**src/source/vdp_bridge_pkg.sv**
```systemverilog
package vdp_bridge_pkg;

  // ------------------------------
  // sizes and decode constants
  // ------------------------------
  localparam int vram_aw = 14;                      // 16 KB of VRAM
  localparam logic [5:0] vdp_io_base = 6'b100110;   // ports 98h to 9Bh
  localparam int fifo_depth = 8;
  localparam int fifo_pw = $clog2(fifo_depth);      // queue pointer width
  localparam int fifo_lw = $clog2(fifo_depth + 1);  // fill level width
  localparam int slot_cycles = 8;                   // one cpu slot per wheel

  // ------------------------------
  // enums
  // ------------------------------
  typedef enum logic {
    op_read  = 1'b0,
    op_write = 1'b1
  } vram_op_e;

  // follows the mode pins
  typedef enum logic [1:0] {
    port_data = 2'd0,
    port_ctrl = 2'd1
  } port_sel_e;

  typedef enum logic [2:0] {
    ph_refresh,
    ph_fetch0,
    ph_fetch1,
    ph_fetch2,
    ph_fetch3,
    ph_fetch4,
    ph_fetch5,
    ph_cpu
  } slot_phase_e;

  typedef struct packed {
    vram_op_e           op;
    logic [vram_aw-1:0] addr;
    logic [7:0]         wdata;   // don't care for reads
  } vram_req_t;

endpackage

```
**src/source/vram_req_if.sv**
```systemverilog
`timescale 1ns/1ps

interface vram_req_if
  import vdp_bridge_pkg::*;
();

  // write side
  logic               req_push;
  vram_req_t          req_in;
  logic               full;

  // read side
  logic               req_pop;
  vram_req_t          req_out;   // head entry, always valid when not empty

  logic               empty;
  logic [fifo_lw-1:0] level;

  modport producer (output req_push, output req_in, input full, input empty);

  modport writer (input req_push, input req_in, output full, output empty,
                  output level);

  modport consumer (output req_pop, input req_out, input empty);

  modport reader (input req_pop, output req_out, output empty, output level);

endinterface

```
**src/source/vram_req_fifo.sv**
```systemverilog
`timescale 1ns/1ps

module vram_req_fifo
  import vdp_bridge_pkg::*;
(
  input  logic       clk,
  input  logic       reset_n,
  vram_req_if.writer wr,
  vram_req_if.reader rd
);

  vram_req_t          mem [fifo_depth];
  logic [fifo_pw-1:0] wr_ptr;
  logic [fifo_pw-1:0] rd_ptr;
  logic [fifo_lw-1:0] count;
  logic               do_push;
  logic               do_pop;

  assign do_push = wr.req_push & ~wr.full;
  assign do_pop  = rd.req_pop & ~rd.empty;

  // ------------------------------
  // pointers and count
  // ------------------------------
  always_ff @(posedge clk or negedge reset_n) begin
    if (!reset_n) begin
      wr_ptr <= '0;
      rd_ptr <= '0;
      count  <= '0;
    end else begin
      if (do_push)
        wr_ptr <= wr_ptr + 1'b1;   // wraps by itself at a power of two depth
      if (do_pop)
        rd_ptr <= rd_ptr + 1'b1;
      case ({do_push, do_pop})
        2'b10:   count <= count + 1'b1;
        2'b01:   count <= count - 1'b1;
        default: count <= count;
      endcase
    end
  end

  // storage
  always_ff @(posedge clk) begin
    if (do_push)
      mem[wr_ptr] <= wr.req_in;
  end

  assign wr.full    = (count == fifo_lw'(fifo_depth));
  assign wr.empty   = (count == '0);
  assign wr.level   = count;
  assign rd.empty   = (count == '0);
  assign rd.level   = count;
  assign rd.req_out = mem[rd_ptr];

  a_level_max: assert property (@(posedge clk) disable iff (!reset_n)
    rd.level <= fifo_lw'(fifo_depth));

endmodule

```
**src/flat_wrapper.sv**
```systemverilog
// flat-port wrapper written by rule: the top's interface ports become plain ports
module vram_req_fifo_flat import vdp_bridge_pkg::*;
  (clk, reset_n, wr_req_push, wr_req_in, wr_full, wr_empty, wr_level, rd_req_pop, rd_req_out, rd_empty, rd_level);
  vram_req_if wr_i ();
  vram_req_if rd_i ();
  input  logic clk;
  input  logic reset_n;
  input wire logic [$bits(wr_i.req_push)-1:0] wr_req_push;
  input wire logic [$bits(wr_i.req_in)-1:0] wr_req_in;
  output wire logic [$bits(wr_i.full)-1:0] wr_full;
  output wire logic [$bits(wr_i.empty)-1:0] wr_empty;
  output wire logic [$bits(wr_i.level)-1:0] wr_level;
  input wire logic [$bits(rd_i.req_pop)-1:0] rd_req_pop;
  output wire logic [$bits(rd_i.req_out)-1:0] rd_req_out;
  output wire logic [$bits(rd_i.empty)-1:0] rd_empty;
  output wire logic [$bits(rd_i.level)-1:0] rd_level;
  assign wr_i.req_push = wr_req_push;
  assign wr_i.req_in = wr_req_in;
  assign wr_full = wr_i.full;
  assign wr_empty = wr_i.empty;
  assign wr_level = wr_i.level;
  assign rd_i.req_pop = rd_req_pop;
  assign rd_req_out = rd_i.req_out;
  assign rd_empty = rd_i.empty;
  assign rd_level = rd_i.level;
  vram_req_fifo u_core (.clk(clk), .reset_n(reset_n), .wr(wr_i), .rd(rd_i));
endmodule
```
**config.mk**
```make
export PLATFORM = sky130hd
export DESIGN_NAME = vram_req_fifo_flat
export DESIGN_NICKNAME = d
export VERILOG_FILES = /design/src/source/vdp_bridge_pkg.sv /design/src/source/vram_req_if.sv /design/src/source/vram_req_fifo.sv /design/src/flat_wrapper.sv
export SDC_FILE = /design/constraint.sdc
export NUM_CORES = 1
export LEC_CHECK = 0
export CORE_ASPECT_RATIO = 1.75
export CORE_MARGIN = 5
export CORE_UTILIZATION = 67
export CTS_CLUSTER_DIAMETER = 200
export DETAILED_ROUTE_END_ITERATION = 7
export DONT_BUFFER_PORTS = 1
export PLACE_DENSITY = 0.83
export SLEW_MARGIN = 20
export SYNTH_ARGS = -nofsm -noshare
export SYNTH_HDL_FRONTEND = slang
export SYNTH_SLANG_ARGS = --single-unit
```
**constraint.sdc**
```tcl
create_clock -name clk -period 6.08 [get_ports clk]
set_input_delay 1.216 -clock clk [delete_from_list [all_inputs] [get_ports clk]]
set_output_delay 1.216 -clock clk [all_outputs]
set_load 0.02 [all_outputs]
```
; ---- Word level (Yosys, flattened, before mapping)
; Memories as Yosys holds them, arrays and structs flattened.
; Index checks and enable logic that the tools add are counted.
[totals]
memories = 1
elab_cells = 20
in_bits = 27
ram_bits = 184
register_bits = 10
out_inout_bits = 34
[memory_table]
columns = name, words, word_bits, rd, rd_clocked_by_memory_dff, write_ports, line
row1 = u_core.mem, 8, 23, 1, 0, 1, vram_req_fifo.sv:12  ; vram_req_t mem [fifo_depth];
[classes]
mux = 3
add_sub_neg = 4
bitwise_logic = 4
eq_ne = 3
reduce_logical = 2
[op_table]
columns = cell, n
row1 = case mux 4 bit (2 select lines), 1
row2 = "adder 3 x 1 -> 3 bit, second input constant", 2
row3 = "adder 4 x 1 -> 4 bit, second input constant", 1
row4 = "equality test 4 bit, second input constant", 1
row5 = zero test 4 bit, 1
row6 = "subtractor 4 x 1 -> 4 bit, second input constant", 1
row7 = AND 1 bit, 2
row8 = "equality test 2 x 1 -> 1 bit, second input constant", 1
row9 = "equality test 2 bit, second input constant", 1
row10 = two-way mux 1 bit, 2
row11 = NOT 1 bit, 2
row12 = nonzero test 2 bit, 1

; ---- Depth between registers and ports, before layout
[depth]
word_depth = 5
mapped_depth = 7
depth_no_buf = 7

; ---- Worst setup path before layout
; OpenSTA, ideal clock, no wires.
[synth_path]
kind = input -> register
start = input wr_req_push
end = memory u_core.mem[1][0] (netlist name), enable pin
t_arrival_ns = 2.951
required_time_ns = 5.648
cell_stages = 2
setup_time_ns = 0.432
setup_slack_ns = 2.697
path_buffers = 0
cell_sequence = nand3_1 nor3_1
[synth_between]
elab_chain_len = 3
[synth_lines]
columns = item, line
row1 = start: declaration, flat_wrapper.sv:8  ; input wire logic [$bits(wr_i.req_push)-1:0] wr_req_push;
row2 = AND 1 bit, vram_req_fifo.sv:19  ; assign do_push = wr.req_push & ~wr.full;
row3 = two-way mux 1 bit, vram_req_fifo.sv:45  ; if (do_push)
row4 = two-way mux 1 bit (not written as such), vram_req_fifo.sv:46  ; mem[wr_ptr] <= wr.req_in;
row5 = end: declaration, vram_req_fifo.sv:12
; No other way between the ends.

; ---- Worst setup path after layout
[layout_path]
start = register u_core.rd_ptr[0]
end = output rd_req_out[0]
[layout_between]
elab_chain_len = 1
[layout_lines]
columns = item, line
row1 = start: declaration, vram_req_fifo.sv:14  ; logic [fifo_pw-1:0] rd_ptr;
row2 = start signal: assignment, vram_req_fifo.sv:34  ; rd_ptr <= rd_ptr + 1'b1;
row3 = memory (8 x 23 bit), n/a
row4 = end: declaration, flat_wrapper.sv:14  ; output wire logic [$bits(rd_i.req_out)-1:0] rd_req_out;
; No other way between the ends.

==> flow_metrics.py <==
metrics = {
    "global_route": {
        "grt_max_degree": 49,
        "overflow": 0,
        "grt_usage": 0.208,
        "grt_pass1_vias": 3552,
        "grt_pass1_wl_um": 20500,
        "antenna_found_initial": 0,
    },
    "floorplanning": {
        "core_area_mm2": 0.0112,
        "rows": 51,
        "start_util": 0.687,
        "die_y_um": 152,
        "chipWidth_um": 90.9,
        "fp.dieArea_mm2": 0.0138,
        "io_pins": 61,
    },
    "cells_and_area": {
        "drive_gt1_frac": 0.296,
        "nNetsFinal": 381,
        "final_cells": 493,
        "area_delta_synth_final_pct": 9.53,
        "n_antenna_cell": 0,
        "fin_util": 0.752,
    },
    "route": {
        "vias_per_cell": 6.63,
        "final_antenna_net_count": 0,
        "dr_wl_met3_um": 1090,
        "first_pass_iters": 4,
        "met1_length_um": 4740,
        "drt-initial-drc-count": 245,
        "drcViolationCount": 0,
        "top_layer_used": "met4",
        "drt-total-wl_um": 13200,
        "routedWlPerCell_um": 26.7,
        "route.met2.wl_um": 7120,
        "vias": 3271,
    },
    "clock_network": {
        "h-tree-depth": 4,
        "insertion_delay_ns": 0.43,
        "postCtsHoldBufs": 0,
        "post_cts_resized": 0,
        "cts.sinks": 194,
        "cts_tree": "done",
        "numCtsBuffers": 17,
        "clkTransAtPathRegs_ns": 0.07,
        "cts_buffer_depth": 2,
        "root_buffer": "clkbuf_16",
        "cts_setup_buffers": 0,
    },
    "sta": {
        "hold_viol": 0,
        "fin_crit_sh": 0.660,
        "rsz0062_at_grt": "no",
        "fin_skew_ns": 0.00665,
        "setup_viol": 0,
        "worst_pin_slew_ns": 0.997,
        "fmax_mhz": 249,
        "min_period_ns": 4.01,
        "slew_viol_final": 0,
        "fin_setup_tns_ns": 0,
        "slew_headroom": 0.330,
    },
    "critical_path": {
        "required_ns": 4.86,
        "arrival_ns": 2.80,
        "r2r_start": "u_core.rd.level[3]",
        "r2r_end": "u_core.rd.level[3]",
        "crit_path_top_delay_cell": "dfrtp_2",
        "cp_slowest_stage_delay_ns": 0.91,
        "reg2reg_slack_ns": 2.96,
        "cp-start-kind": "flop",
        "critPathMaxFanout": 27,
        "critPathKind": "reg2out",
        "r2r_cells": 7,
        "end_kind": "output pin",
        "worstPathCellList": "buf_4, mux4_1, mux2_2",
    },
    "logic_synthesis": {
        "syn-instance-count": 338,
        "synth_most_common_cell": "edfxtp_1",
        "ys_seq_area_frac": 0.753,
        "yosys.area.top_type": "edfxtp_1",
        "synth_edf_count": 184,
        "yosysWarnings": 0,
        "ys_ff_latch": 194,
        "synth_common_cells": "edfxtp_1 (184), mux4_2 (30), mux2_2 (24)",
        "yosysUniqueCellTypes": 32,
        "yosys-top-cells-area": "edfxtp_1 (72%), mux4_2 (8.8%), mux4_1 (5.5%)",
        "syn_nets": 371,
        "async_flop_share": 0.0515,
        "netlist_area_mm2": 0.00767,
        "synth_ff_type": "edfxtp_1",
        "synth_top_area_share": 0.720,
        "synth_area_per_cell_um2": 22.7,
    },
    "hold_path": {
        "hold_path.class": "in2async",
    },
    "power": {
        "switching_share": 0.320,
        "intPower_mw": 2.82,
        "p_total_mw": 4.15,
        "comb_power_share": 0.264,
        "power.density_mw_per_mm2": 494,
        "p_clk_frac": 0.268,
        "ir_worst_vdd_mv": 0.421,
        "p_leak_nw": 2.74,
        "p_seq_frac": 0.468,
        "switching_power_mw": 1.33,
    },
    "status": {
        "outcome": "completed",
    },
    "placement": {
        "numPlacedInstances": 461,
        "routabilityCongestion": 0.710,
        "dp_hpwl_um": 7720,
        "io_buffers": 0,
    },
    "job": {
        "maxCapViolations": 0,
    },
}
[per-layer routing]
metal | vias up | track usage
li1 | 1433 | -
met3 | 19 | 0.0721
met5 | - | 0
met4 | 0 | 0.0815
met1 | 1675 | 0.249
met2 | 144 | 0.351
[layout by cell type (no fill, tap or decap), drive strengths merged, types with 3 or more instances in the layout]
cell,instances
edfxtp,184
mux4,46
mux2,25
clkbuf,17
inv,13
buf,10
dfrtp,10
nand2,7
nor2,6
xnor2,5
ha,5
nand3,4
clkinv,4
nor3b,3
[per-stage QoR]
| step | cell area, um2 | hold WS [ns] | setup slack (ns) |
|---|---|---|---|
| after floorplan | 7670 | 0.485 | 2.70 |
| after global placement | 7800 | 0.504 | 2.45 |
| after detailed placement | 7800 | 0.531 | 2.44 |
| after CTS | 8400 | 0.452 | 1.95 |
| after global routing | 8400 | 0.442 | 1.83 |
| final | 8400 | 0.472 | 2.07 |
[state kept, by name (all words and copies together) (netlist names)]
name	count
u_core.mem	184
u_core.rd_ptr	3
u_core.rd.level	4
u_core.wr_ptr	3
[logic make-up after synthesis]
| family | after synthesis | share of synthesized area |
|---|---|---|
| buf+inv | 25 | 0.0215 |
| simple gates | 28 | 0.0193 |
| xor+xnor | 6 | 0.00685 |
| compound gates | 7 | 0.00767 |
| flops | 194 | 0.753 |
| mux | 72 | 0.181 |
| fa+ha+maj | 6 | 0.0108 |
[power by group through the flow]
stage / sequential (mW) / combinational (mW) / clock (mW)
floorplan: 1.80 / 1.07 / 0
global placement: 1.96 / 1.08 / 0
detailed placement: 1.97 / 1.11 / 0
CTS: 1.95 / 1.12 / 1.12
global route: 1.98 / 1.17 / 1.20
finish: 1.94 / 1.10 / 1.11
[final cells by class]
class	instances	area (um2)
inverter	6	22.5
tap	132	165
fill	565	2770
sequential	194	5780
timing repair buffer	10	75.1
clock inverter	15	171
multi-input combinational	119	1760
clock buffer	17	425
[critical path, delay by kind of cell (launching register included)]
kind                   cells  cell delay (ns)
buffers and inverters      1             0.49
DFF                        1             0.91
muxes                      2             0.96
[worst max-delay path by stage]
stage / from / end / slack [ns] / cells past startpoint
after floorplan: wr_req_push / u_core.mem[1][0] / 2.70 / 2
after global placement: u_core.rd_ptr[0] / rd_req_out[0] / 2.45 / 3
after detailed placement: u_core.rd_ptr[0] / rd_req_out[9] / 2.44 / 3
after CTS: u_core.rd_ptr[0] / rd_req_out[0] / 1.95 / 3
after global routing: u_core.rd_ptr[0] / rd_req_out[9] / 1.83 / 3
final: u_core.rd_ptr[0] / rd_req_out[0] / 2.07 / 3
No activity file was read; power rests on OpenSTA's default activity.
