<file path="src/source/vdp_bridge_pkg.sv">
package vdp_bridge_pkg;

  // ------------------------------
  // sizes and decode constants
  // ------------------------------
  localparam int vram_aw = 14;                      // 16 KB of VRAM
  localparam logic [5:0] vdp_io_base = 6'b100110;   // ports 98h to 9Bh
  localparam int fifo_depth = 8;
  localparam int fifo_pw = $clog2(fifo_depth);      // queue pointer width
  localparam int fifo_lw = $clog2(fifo_depth + 1);  // fill level width
  localparam int slot_cycles = 8;                   // one cpu slot per wheel

  // ------------------------------
  // enums
  // ------------------------------
  typedef enum logic {
    op_read  = 1'b0,
    op_write = 1'b1
  } vram_op_e;

  // follows the mode pins
  typedef enum logic [1:0] {
    port_data = 2'd0,
    port_ctrl = 2'd1
  } port_sel_e;

  typedef enum logic [2:0] {
    ph_refresh,
    ph_fetch0,
    ph_fetch1,
    ph_fetch2,
    ph_fetch3,
    ph_fetch4,
    ph_fetch5,
    ph_cpu
  } slot_phase_e;

  typedef struct packed {
    vram_op_e           op;
    logic [vram_aw-1:0] addr;
    logic [7:0]         wdata;   // don't care for reads
  } vram_req_t;

endpackage

</file>
<file path="src/source/vram_req_if.sv">
`timescale 1ns/1ps

interface vram_req_if
  import vdp_bridge_pkg::*;
();

  // write side
  logic               req_push;
  vram_req_t          req_in;
  logic               full;

  // read side
  logic               req_pop;
  vram_req_t          req_out;   // head entry, always valid when not empty

  logic               empty;
  logic [fifo_lw-1:0] level;

  modport producer (output req_push, output req_in, input full, input empty);

  modport writer (input req_push, input req_in, output full, output empty,
                  output level);

  modport consumer (output req_pop, input req_out, input empty);

  modport reader (input req_pop, output req_out, output empty, output level);

endinterface

</file>
<file path="src/source/vdp_cpu_port.sv">
`timescale 1ns/1ps

module vdp_cpu_port
  import vdp_bridge_pkg::*;
(
  input  logic         clk,
  input  logic         reset_n,
  input  logic [7:2]   a,
  input  logic [1:0]   mode,
  input  logic         iorq_n,
  input  logic         rd_n,
  input  logic         wr_n,
  input  logic [7:0]   cd_in,
  output logic [7:0]   cd_out,
  output logic         cd_oe,
  output logic         cs_n,
  vram_req_if.producer req,
  input  logic         rd_strobe,
  input  logic [7:0]   rd_data
);

  // ------------------------------
  // strobe sync and decode
  // ------------------------------
  logic [1:0] iorq_sync;
  logic [1:0] rd_sync;
  logic [1:0] wr_sync;
  logic       a_hit;
  logic       is_data;
  logic       is_ctrl;
  logic       port_ok;
  logic       wr_act;
  logic       rd_act;
  logic       wr_act_q;
  logic       rd_act_q;
  logic       wr_accept;
  logic       rd_accept;

  always_ff @(posedge clk or negedge reset_n) begin
    if (!reset_n) begin
      iorq_sync <= 2'b11;   // idle bus is high
      rd_sync   <= 2'b11;
      wr_sync   <= 2'b11;
      wr_act_q  <= 1'b0;
      rd_act_q  <= 1'b0;
    end else begin
      iorq_sync <= {iorq_sync[0], iorq_n};
      rd_sync   <= {rd_sync[0], rd_n};
      wr_sync   <= {wr_sync[0], wr_n};
      wr_act_q  <= wr_act;
      rd_act_q  <= rd_act;
    end
  end

  assign a_hit   = (a == vdp_io_base);
  assign cs_n    = iorq_n | ~a_hit;     // straight from the pins
  assign is_data = (mode == port_data);
  assign is_ctrl = (mode == port_ctrl);
  assign port_ok = a_hit & (is_data | is_ctrl);   // modes 2 and 3 fall out here

  assign wr_act    = ~iorq_sync[1] & ~wr_sync[1] & port_ok;
  assign rd_act    = ~iorq_sync[1] & ~rd_sync[1] & port_ok;
  assign wr_accept = wr_act & ~wr_act_q;
  assign rd_accept = rd_act & ~rd_act_q;

  // ------------------------------
  // request generation
  // ------------------------------
  logic [vram_aw-1:0] vaddr;
  logic [vram_aw-1:0] new_addr;
  logic [7:0]         addr_lo;
  logic               second_byte;
  logic               ctrl_addr;
  logic               want_push;
  logic               rd_issue;
  vram_req_t          push_req;

  assign new_addr  = {cd_in[5:0], addr_lo};
  // second control byte with bit 7 clear sets the address
  assign ctrl_addr = wr_accept & is_ctrl & second_byte & ~cd_in[7];

  always_comb begin
    want_push      = 1'b0;
    push_req.op    = op_read;
    push_req.addr  = vaddr;
    push_req.wdata = 8'h00;
    if (wr_accept && is_data) begin
      want_push      = 1'b1;
      push_req.op    = op_write;
      push_req.wdata = cd_in;
    end else if (rd_accept && is_data) begin
      want_push = 1'b1;           // read-ahead of the next byte
    end else if (ctrl_addr && !cd_in[6]) begin
      want_push     = 1'b1;       // read setup prefetch
      push_req.addr = new_addr;
    end
  end

  assign req.req_push = want_push & ~req.full;
  assign req.req_in   = push_req;
  assign rd_issue     = req.req_push & (push_req.op == op_read);

  // ------------------------------
  // address, status and latches
  // ------------------------------
  logic               overrun;
  logic               busy;
  logic [fifo_lw-1:0] rd_outstanding;
  logic [7:0]         rd_ahead;
  logic [7:0]         status;
  logic [7:0]         sel_byte;
  logic [7:0]         cd_hold;

  always_ff @(posedge clk or negedge reset_n) begin
    if (!reset_n) begin
      vaddr          <= '0;
      second_byte    <= 1'b0;
      overrun        <= 1'b0;
      rd_outstanding <= '0;
      cd_hold        <= 8'h00;
    end else begin
      if (want_push && req.full)
        overrun <= 1'b1;            // request dropped
      else if (rd_accept && is_ctrl)
        overrun <= 1'b0;

      if (rd_accept && is_ctrl)
        second_byte <= 1'b0;
      else if (wr_accept && is_ctrl)
        second_byte <= ~second_byte;

      if ((wr_accept || rd_accept) && is_data)
        vaddr <= vaddr + 1'b1;      // post-increment
      else if (ctrl_addr)
        vaddr <= cd_in[6] ? new_addr : new_addr + 1'b1;

      if (rd_issue && !rd_strobe)
        rd_outstanding <= rd_outstanding + 1'b1;
      else if (!rd_issue && rd_strobe)
        rd_outstanding <= rd_outstanding - 1'b1;

      if (rd_accept)
        cd_hold <= sel_byte;
    end
  end

  always_ff @(posedge clk) begin
    if (wr_accept && is_ctrl && !second_byte)
      addr_lo <= cd_in;
    if (rd_strobe)
      rd_ahead <= rd_data;
  end

  assign busy     = ~req.empty | (rd_outstanding != '0);
  assign status   = {overrun, busy, 6'b000000};
  assign sel_byte = is_data ? rd_ahead : status;
  assign cd_out   = rd_accept ? sel_byte : cd_hold;   // stable for the whole read
  assign cd_oe    = rd_act;

  // every returned byte must answer a queued read
  a_rd_expected: assert property (@(posedge clk) disable iff (!reset_n)
    rd_strobe |-> rd_outstanding != '0);

endmodule

</file>
<file path="src/flat_wrapper.sv">
// flat-port wrapper written by rule: the top's interface ports become plain ports
module vdp_cpu_port_flat import vdp_bridge_pkg::*;
  (clk, reset_n, a, mode, iorq_n, rd_n, wr_n, cd_in, cd_out, cd_oe, cs_n, rd_strobe, rd_data, req_req_push, req_req_in, req_full, req_empty);
  vram_req_if req_i ();
  input  logic clk;
  input  logic reset_n;
  input  logic [7:2] a;
  input  logic [1:0] mode;
  input  logic iorq_n;
  input  logic rd_n;
  input  logic wr_n;
  input  logic [7:0] cd_in;
  output logic [7:0] cd_out;
  output logic cd_oe;
  output logic cs_n;
  input  logic rd_strobe;
  input  logic [7:0] rd_data;
  output wire logic [$bits(req_i.req_push)-1:0] req_req_push;
  output wire logic [$bits(req_i.req_in)-1:0] req_req_in;
  input wire logic [$bits(req_i.full)-1:0] req_full;
  input wire logic [$bits(req_i.empty)-1:0] req_empty;
  assign req_req_push = req_i.req_push;
  assign req_req_in = req_i.req_in;
  assign req_i.full = req_full;
  assign req_i.empty = req_empty;
  vdp_cpu_port u_core (.clk(clk), .reset_n(reset_n), .a(a), .mode(mode), .iorq_n(iorq_n), .rd_n(rd_n), .wr_n(wr_n), .cd_in(cd_in), .cd_out(cd_out), .cd_oe(cd_oe), .cs_n(cs_n), .req(req_i), .rd_strobe(rd_strobe), .rd_data(rd_data));
endmodule
</file>
<file path="config.mk">
export PLATFORM = sky130hd
export DESIGN_NAME = vdp_cpu_port_flat
export DESIGN_NICKNAME = d
export VERILOG_FILES = /design/src/source/vdp_bridge_pkg.sv /design/src/source/vram_req_if.sv /design/src/source/vdp_cpu_port.sv /design/src/flat_wrapper.sv
export SDC_FILE = /design/constraint.sdc
export NUM_CORES = 1
export LEC_CHECK = 0
export ABC_AREA = 1
export BUFFER_PORTS_ARGS = -buffer_cell sky130_fd_sc_hd__buf_4
export CAP_MARGIN = 40
export CELL_PAD_IN_SITES_DETAIL_PLACEMENT = 1
export CELL_PAD_IN_SITES_GLOBAL_PLACEMENT = 1
export CORE_ASPECT_RATIO = 1.2
export CORE_MARGIN = 2
export CORE_UTILIZATION = 40
export CTS_CLUSTER_SIZE = 25
export DETAILED_ROUTE_END_ITERATION = 8
export GPL_ROUTABILITY_DRIVEN = 0
export MAX_ROUTING_LAYER = met4
export PLACE_DENSITY_LB_ADDON = 0.15
export SLEW_MARGIN = 20
export SYNTH_ARGS = -nofsm -noshare
export SYNTH_HDL_FRONTEND = slang
export SYNTH_SLANG_ARGS = --single-unit
</file>
<file path="constraint.sdc">
create_clock -name clk -period 3.1 [get_ports clk]
set_input_delay 0.31 -clock clk [delete_from_list [all_inputs] [get_ports clk]]
set_output_delay 0.31 -clock clk [all_outputs]
set_load 0.01 [all_outputs]
</file>
Yosys cells after proc, flatten, opt, wreduce, memory -nomap -nowiden. Index checks and enable logic that the tools add are counted.

Add/subtract/negate cells: 4. $mul: 0. Div/mod/pow operators: 0. Order comparisons: 0. Equality and inequality tests: 2. Shift-type cells: 0. Muxes and demuxes: 19. Bitwise operators: 26. Reductions and logical operators: 21.

Operator list (number): 14-bit two-way mux (6); 14-bit by 1-bit adder with 14-bit output (second input constant) (2); 8-bit two-way mux (3); 1-bit bitwise AND (12); 1-bit NOT (11); 1-bit logical AND (10); 1-bit two-way mux (8); 4-bit two-way mux (2); 2-bit nonzero test (4); 6-bit == test (second input constant) (1); 4-bit by 1-bit adder with 4-bit output (second input constant) (1); 1-bit logical NOT (4); 4-bit nonzero test (1); 4-bit by 1-bit subtractor with 4-bit output (second input constant) (1); 1-bit bitwise OR (3); 2-bit by 1-bit == test with 1-bit output (second input constant) (1); 2-bit logical NOT (1); 1-bit logical OR (1).

Register bits: 52. Latch bits: 0. RAM bits: 0. Bits in read-only memories: 0. Output and inout bits: 34. Memories kept: 0.

Logic depth before layout (Yosys ltp).
Depth in word-level cells: 18. Gate-level depth with buffers: 21.

Worst setup path before layout. Ideal clock, no wire load.

Path type: register -> register. Start point: reg u_core.iorq_sync[1]. End point: reg u_core.rd_outstanding[3]. Arrival time: 2419 ps. Path slack: 556 ps. Cell stages (with the launch flop): 20. Path buffers: 1. Cell sequence: dfstp_2 > nor2_1 > nand4_2 > nor2_2 > nand2_4 > nand2_4 > inv_2 > buf_6 > nand2_2 > nand2_2 > nor2_2 > ha_1 > inv_1 > ha_1 > a21o_1 > a21oi_1 > nand2_1 > nand2_1 > nor2_1 > xor2_1.

Longest elaborated chain between the ends: 16. Elaborated cells between the ends (all ways): 25.

RTL lines: start: declaration (line vdp_cpu_port.sv:25) `logic [1:0] iorq_sync;`; start signal: assignment (line vdp_cpu_port.sv:47) `iorq_sync <= {iorq_sync[0], iorq_n};`; 1-bit NOT (*) (line vdp_cpu_port.sv:61, vdp_cpu_port.sv:62); 1-bit bitwise AND (2 in a row) (line vdp_cpu_port.sv:61) `assign wr_act = ~iorq_sync[1] & ~wr_sync[1] & port_ok;`; 1-bit bitwise AND (line vdp_cpu_port.sv:63) `assign wr_accept = wr_act & ~wr_act_q;`; 1-bit bitwise AND (3 in a row) (line vdp_cpu_port.sv:80) `assign ctrl_addr = wr_accept & is_ctrl & second_byte & ~cd_in[7];`; 1-bit logical AND (line vdp_cpu_port.sv:93) `end else if (ctrl_addr && !cd_in[6]) begin`; 1-bit two-way mux (line vdp_cpu_port.sv:93); 1-bit two-way mux (line vdp_cpu_port.sv:91) `end else if (rd_accept && is_data) begin`; 1-bit two-way mux (line vdp_cpu_port.sv:87) `if (wr_accept && is_data) begin`; 1-bit bitwise AND (line vdp_cpu_port.sv:99) `assign req.req_push = want_push & ~req.full;`; 1-bit bitwise AND (*) (line vdp_cpu_port.sv:101) `assign rd_issue = req.req_push & (push_req.op == op_read);`; 1-bit logical NOT (line vdp_cpu_port.sv:139) `else if (!rd_issue && rd_strobe)`; 1-bit logical AND (line vdp_cpu_port.sv:139); 2-bit nonzero test (no source line); end signal: assignment (line vdp_cpu_port.sv:138) `rd_outstanding <= rd_outstanding + 1'b1;`; end signal: assignment (line vdp_cpu_port.sv:140) `rd_outstanding <= rd_outstanding - 1'b1;`; end: declaration (line vdp_cpu_port.sv:108) `logic [fifo_lw-1:0] rd_outstanding;`.

Every way passes the cells marked *; elsewhere a longest branch is shown, timed or not. A chain may end at the register's enable or synchronous reset.

Final worst setup path. Same ends and word-level chain as after synthesis.

==> impl_metrics.csv <==
group,metric,value,unit
synthesis,synth_edf_count,16,
timing,clock_skew,12.86,ps
pwr,ir_worst_vdd,0.3204,mV
timing,rsz0062_at_grt,"no",
die,coreArea,0.007274,mm²
synthesis,synth_cells,373,
synthesis,ys.warnings.count,0,
pwr,power.share.clock,28.7,%
timing,max_freq,376.3,MHz
synthesis,synth_top_area_share,24.81,%
synthesis,yosys-top-cells-count,"nand2_1 (114), inv_1 (34), nor2_1 (34)",
placement,io_buffers,65,
placement,dp_hpwl,6393,µm
timing,relSlewSlack,54.14,%
pwr,switchingPower,412.9,µW
synthesis,yosysSeqAreaShare,45.91,%
global_routing,grt_pass1_vias,2949,
global_routing,antenna_found_initial,0,
route,ant_nets,0,
clock_tree,root_buffer,"clkbuf_8",
synthesis,syn_area,0.003025,mm²
timing,finalSetupViolCount,0,
worst_setup_path,crit_required,3310,ps
worst_hold_path,holdCritStartpoint,"rd_n",
global_routing,track_usage,22.13,%
worst_setup_path,reg2reg_from,"u_core.iorq_sync[1]",
clock_tree,clkSinkCount,52,
timing,tightest_slew,685.4,ps
route,drt_first_pass_iters,4,
die,io_pins,66,
global_routing,grt_max_degree,37,
die,fp.dieH,99.27,µm
worst_setup_path,worstSetupStartpoint,"u_core.iorq_sync[1]",
die,rows,34,
synthesis,postSynth.asyncResetShare,69.23,%
route,drc,0,
clock_tree,tritoncts,"done",
route,routed_wl,8335,µm
cells_and_area,fin_util,50.53,%
cells_and_area,n_antenna_cell,0,
pwr,power.density,394.5,mW/mm²
die,die_x,83.39,µm
synthesis,synth_flop_cell,"dfrtp_1",
pwr,p_leak,0.001786,µW
clock_tree,clk_pin_slew_worst_paths,110,ps
timing,min_period,2658,ps
pwr,swShare,28.47,%
clock_tree,cts_setup_buffers,0,
global_routing,grt.overflow.total,0,
synthesis,synth.area.top_cells,"dfrtp_1 (25%), edfxtp_1 (16%), nand2_1 (14%), dfstp_2 (5.2%), xor2_1 (4.3%)",
worst_setup_path,end_kind,"flip-flop",
synthesis,synth_cell_types,34,
timing,hold_viol,0,
job,max-cap-violations,0,
synthesis,yosysMostFrequentCell,"nand2_1",
timing,period_share,85.73,%
synthesis,syn_nets,411,
worst_setup_path,cp_max_fo,10,
route,wl_per_cell,15.76,µm
route,avgViaCountPerCell,5.113,
die,dieArea,0.008278,mm²
cells_and_area,layout.nets,476,
route,drtIter0Drc,105,
pwr,p_seq_share,55.7,%
pwr,finalPower,1450,µW
clock_tree,cts_buffers,5,
die,start_util,41.59,%
cells_and_area,area_growth,21.51,%
clock_tree,h-tree-depth,2,
clock_tree,clock_latency,310,ps
outcome,outcome,"complete, no violations",
worst_hold_path,hold_path_class,"primary input to flip-flop",
synthesis,ys_ff_latch,52,
worst_setup_path,worst-setup-path-type,"flip-flop to flip-flop",
clock_tree,clock_path_buffers,2,
worst_setup_path,start_kind,"flip-flop",
timing,fin_setup_tns,0,ps
pwr,combPwrFrac,15.6,%
synthesis,yosysTopAreaCell,"dfrtp_1",
worst_setup_path,worst_ep_arrival_time,2870,ps
route,vias,2705,
synthesis,avgSynthCellArea,8.111,µm²
cells_and_area,drive_above_1_share,23.01,%
timing,drv_slew,0,
pwr,p_int,1037,µW
global_routing,grt_pass1_wl,14190,µm
==> state kept, by name, indices dropped and copies added (netlist names) <==
name,count
u_core.iorq_sync,2
u_core.overrun,1
u_core.second_byte,1
u_core.vaddr,14
u_core.rd_ahead,8
u_core.addr_lo,8
u_core.rd_outstanding,4
u_core.wr_sync,2
u_core.wr_act_q,1
u_core.cd_hold,8
u_core.rd_act_q,1
u_core.rd_sync,2
==> placed cells by master, fill, tap and decap left out, types with 3 or more instances in the layout <==
cell      instances
nand2_1         114
buf_4            68
nor2_2            3
nand2_4           3
nor3_1            3
dfstp_2           6
clkbuf_8          5
nor2_1           34
o21ai_0          23
xor2_1           15
o21ai_2           4
mux2i_1           3
nand4_1           7
edfxtp_1         16
xnor2_1           8
ha_1              5
o21ai_1          11
dfrtp_1          30
nand3_1          26
inv_1            34
==> layer usage <==
metal,vias to the layer above,GRT usage [%],part of all wire [%]
met3,8,2.822,3.3
met4,0,6.683,1.2
met5,-,-,0
met2,61,42.00,56
met1,1309,23.99,40
li1,1327,-,-
==> per-stage QoR <==
step	cell area, µm²	worst slack [ps]	hold WS (ps)	instances
final	3676	442.3	103.6	529
after detailed placement	3571	304.3	319.6	520
after floorplan	3025	556.3	14.41	373
after CTS	3676	420.1	91.71	529
after global placement	3571	497.9	318.9	520
after global routing	3676	135.4	90.59	529
==> logic make-up after synthesis <==
family,Yosys count,synth area share (%)
mux,3,0.9926
simple gates,201,29.32
buf+inv,47,7.030
compound gates,41,7.361
fa+ha+maj,6,2.730
flops,52,45.91
xor+xnor,23,6.659
==> what timing repair did <==
| action | in CTS | in global routing |
|---|---|---|
| resized for setup | 0 | 0 |
| hold buffers | 1 | 0 |
| hold endpoints to repair | 30 | 0 |
==> power by group through the flow <==
stage / combinational, µW / sequential [µW] / clock, µW
detailed placement: 232 / 821 / 0
global route: 263 / 818 / 455
global placement: 221 / 820 / 0
floorplan: 136 / 809 / 0
finish: 226 / 808 / 416
CTS: 231 / 809 / 428
==> final timing paths <==
kind                                            endpoint  slack, ps  depth (start not counted)
worst max-delay path            u_core.rd_outstanding[3]        440                         18
worst min-delay path                   u_core.rd_sync[0]        100                          1
worst max register to register  u_core.rd_outstanding[3]        440                         18
worst min register to register         u_core.wr_sync[1]        360                          0
max in group asynchronous            u_core.iorq_sync[1]       2230                          2
min in group asynchronous               u_core.vaddr[13]        500                          2
==> area by class of cell <==
type / instances / area [µm²]
fill: 916 / 3598
multi-input combinational: 274 / 1424
sequential: 52 / 1389
timing repair buffer: 69 / 520.5
inverter: 36 / 135.1
tap: 90 / 112.6
clock buffer: 5 / 68.82
clock inverter: 3 / 26.28
==> critical path, cell delays in order, from the launching register on <==
cell and delay [ps]:
dfstp_2 390, nor2_1 130, nand4_2 160, nor2_2 180, nand2_4 140, nand2_4 100
inv_2 40, nand2_2 70, nand2_2 60, nor2_2 80, ha_1 190, inv_1 90
ha_1 270, a21o_1 160, a21oi_1 190, nand2_1 80, nand2_1 60, nor2_1 40
xor2_1 130
Power figures use the tool's default switching activity.
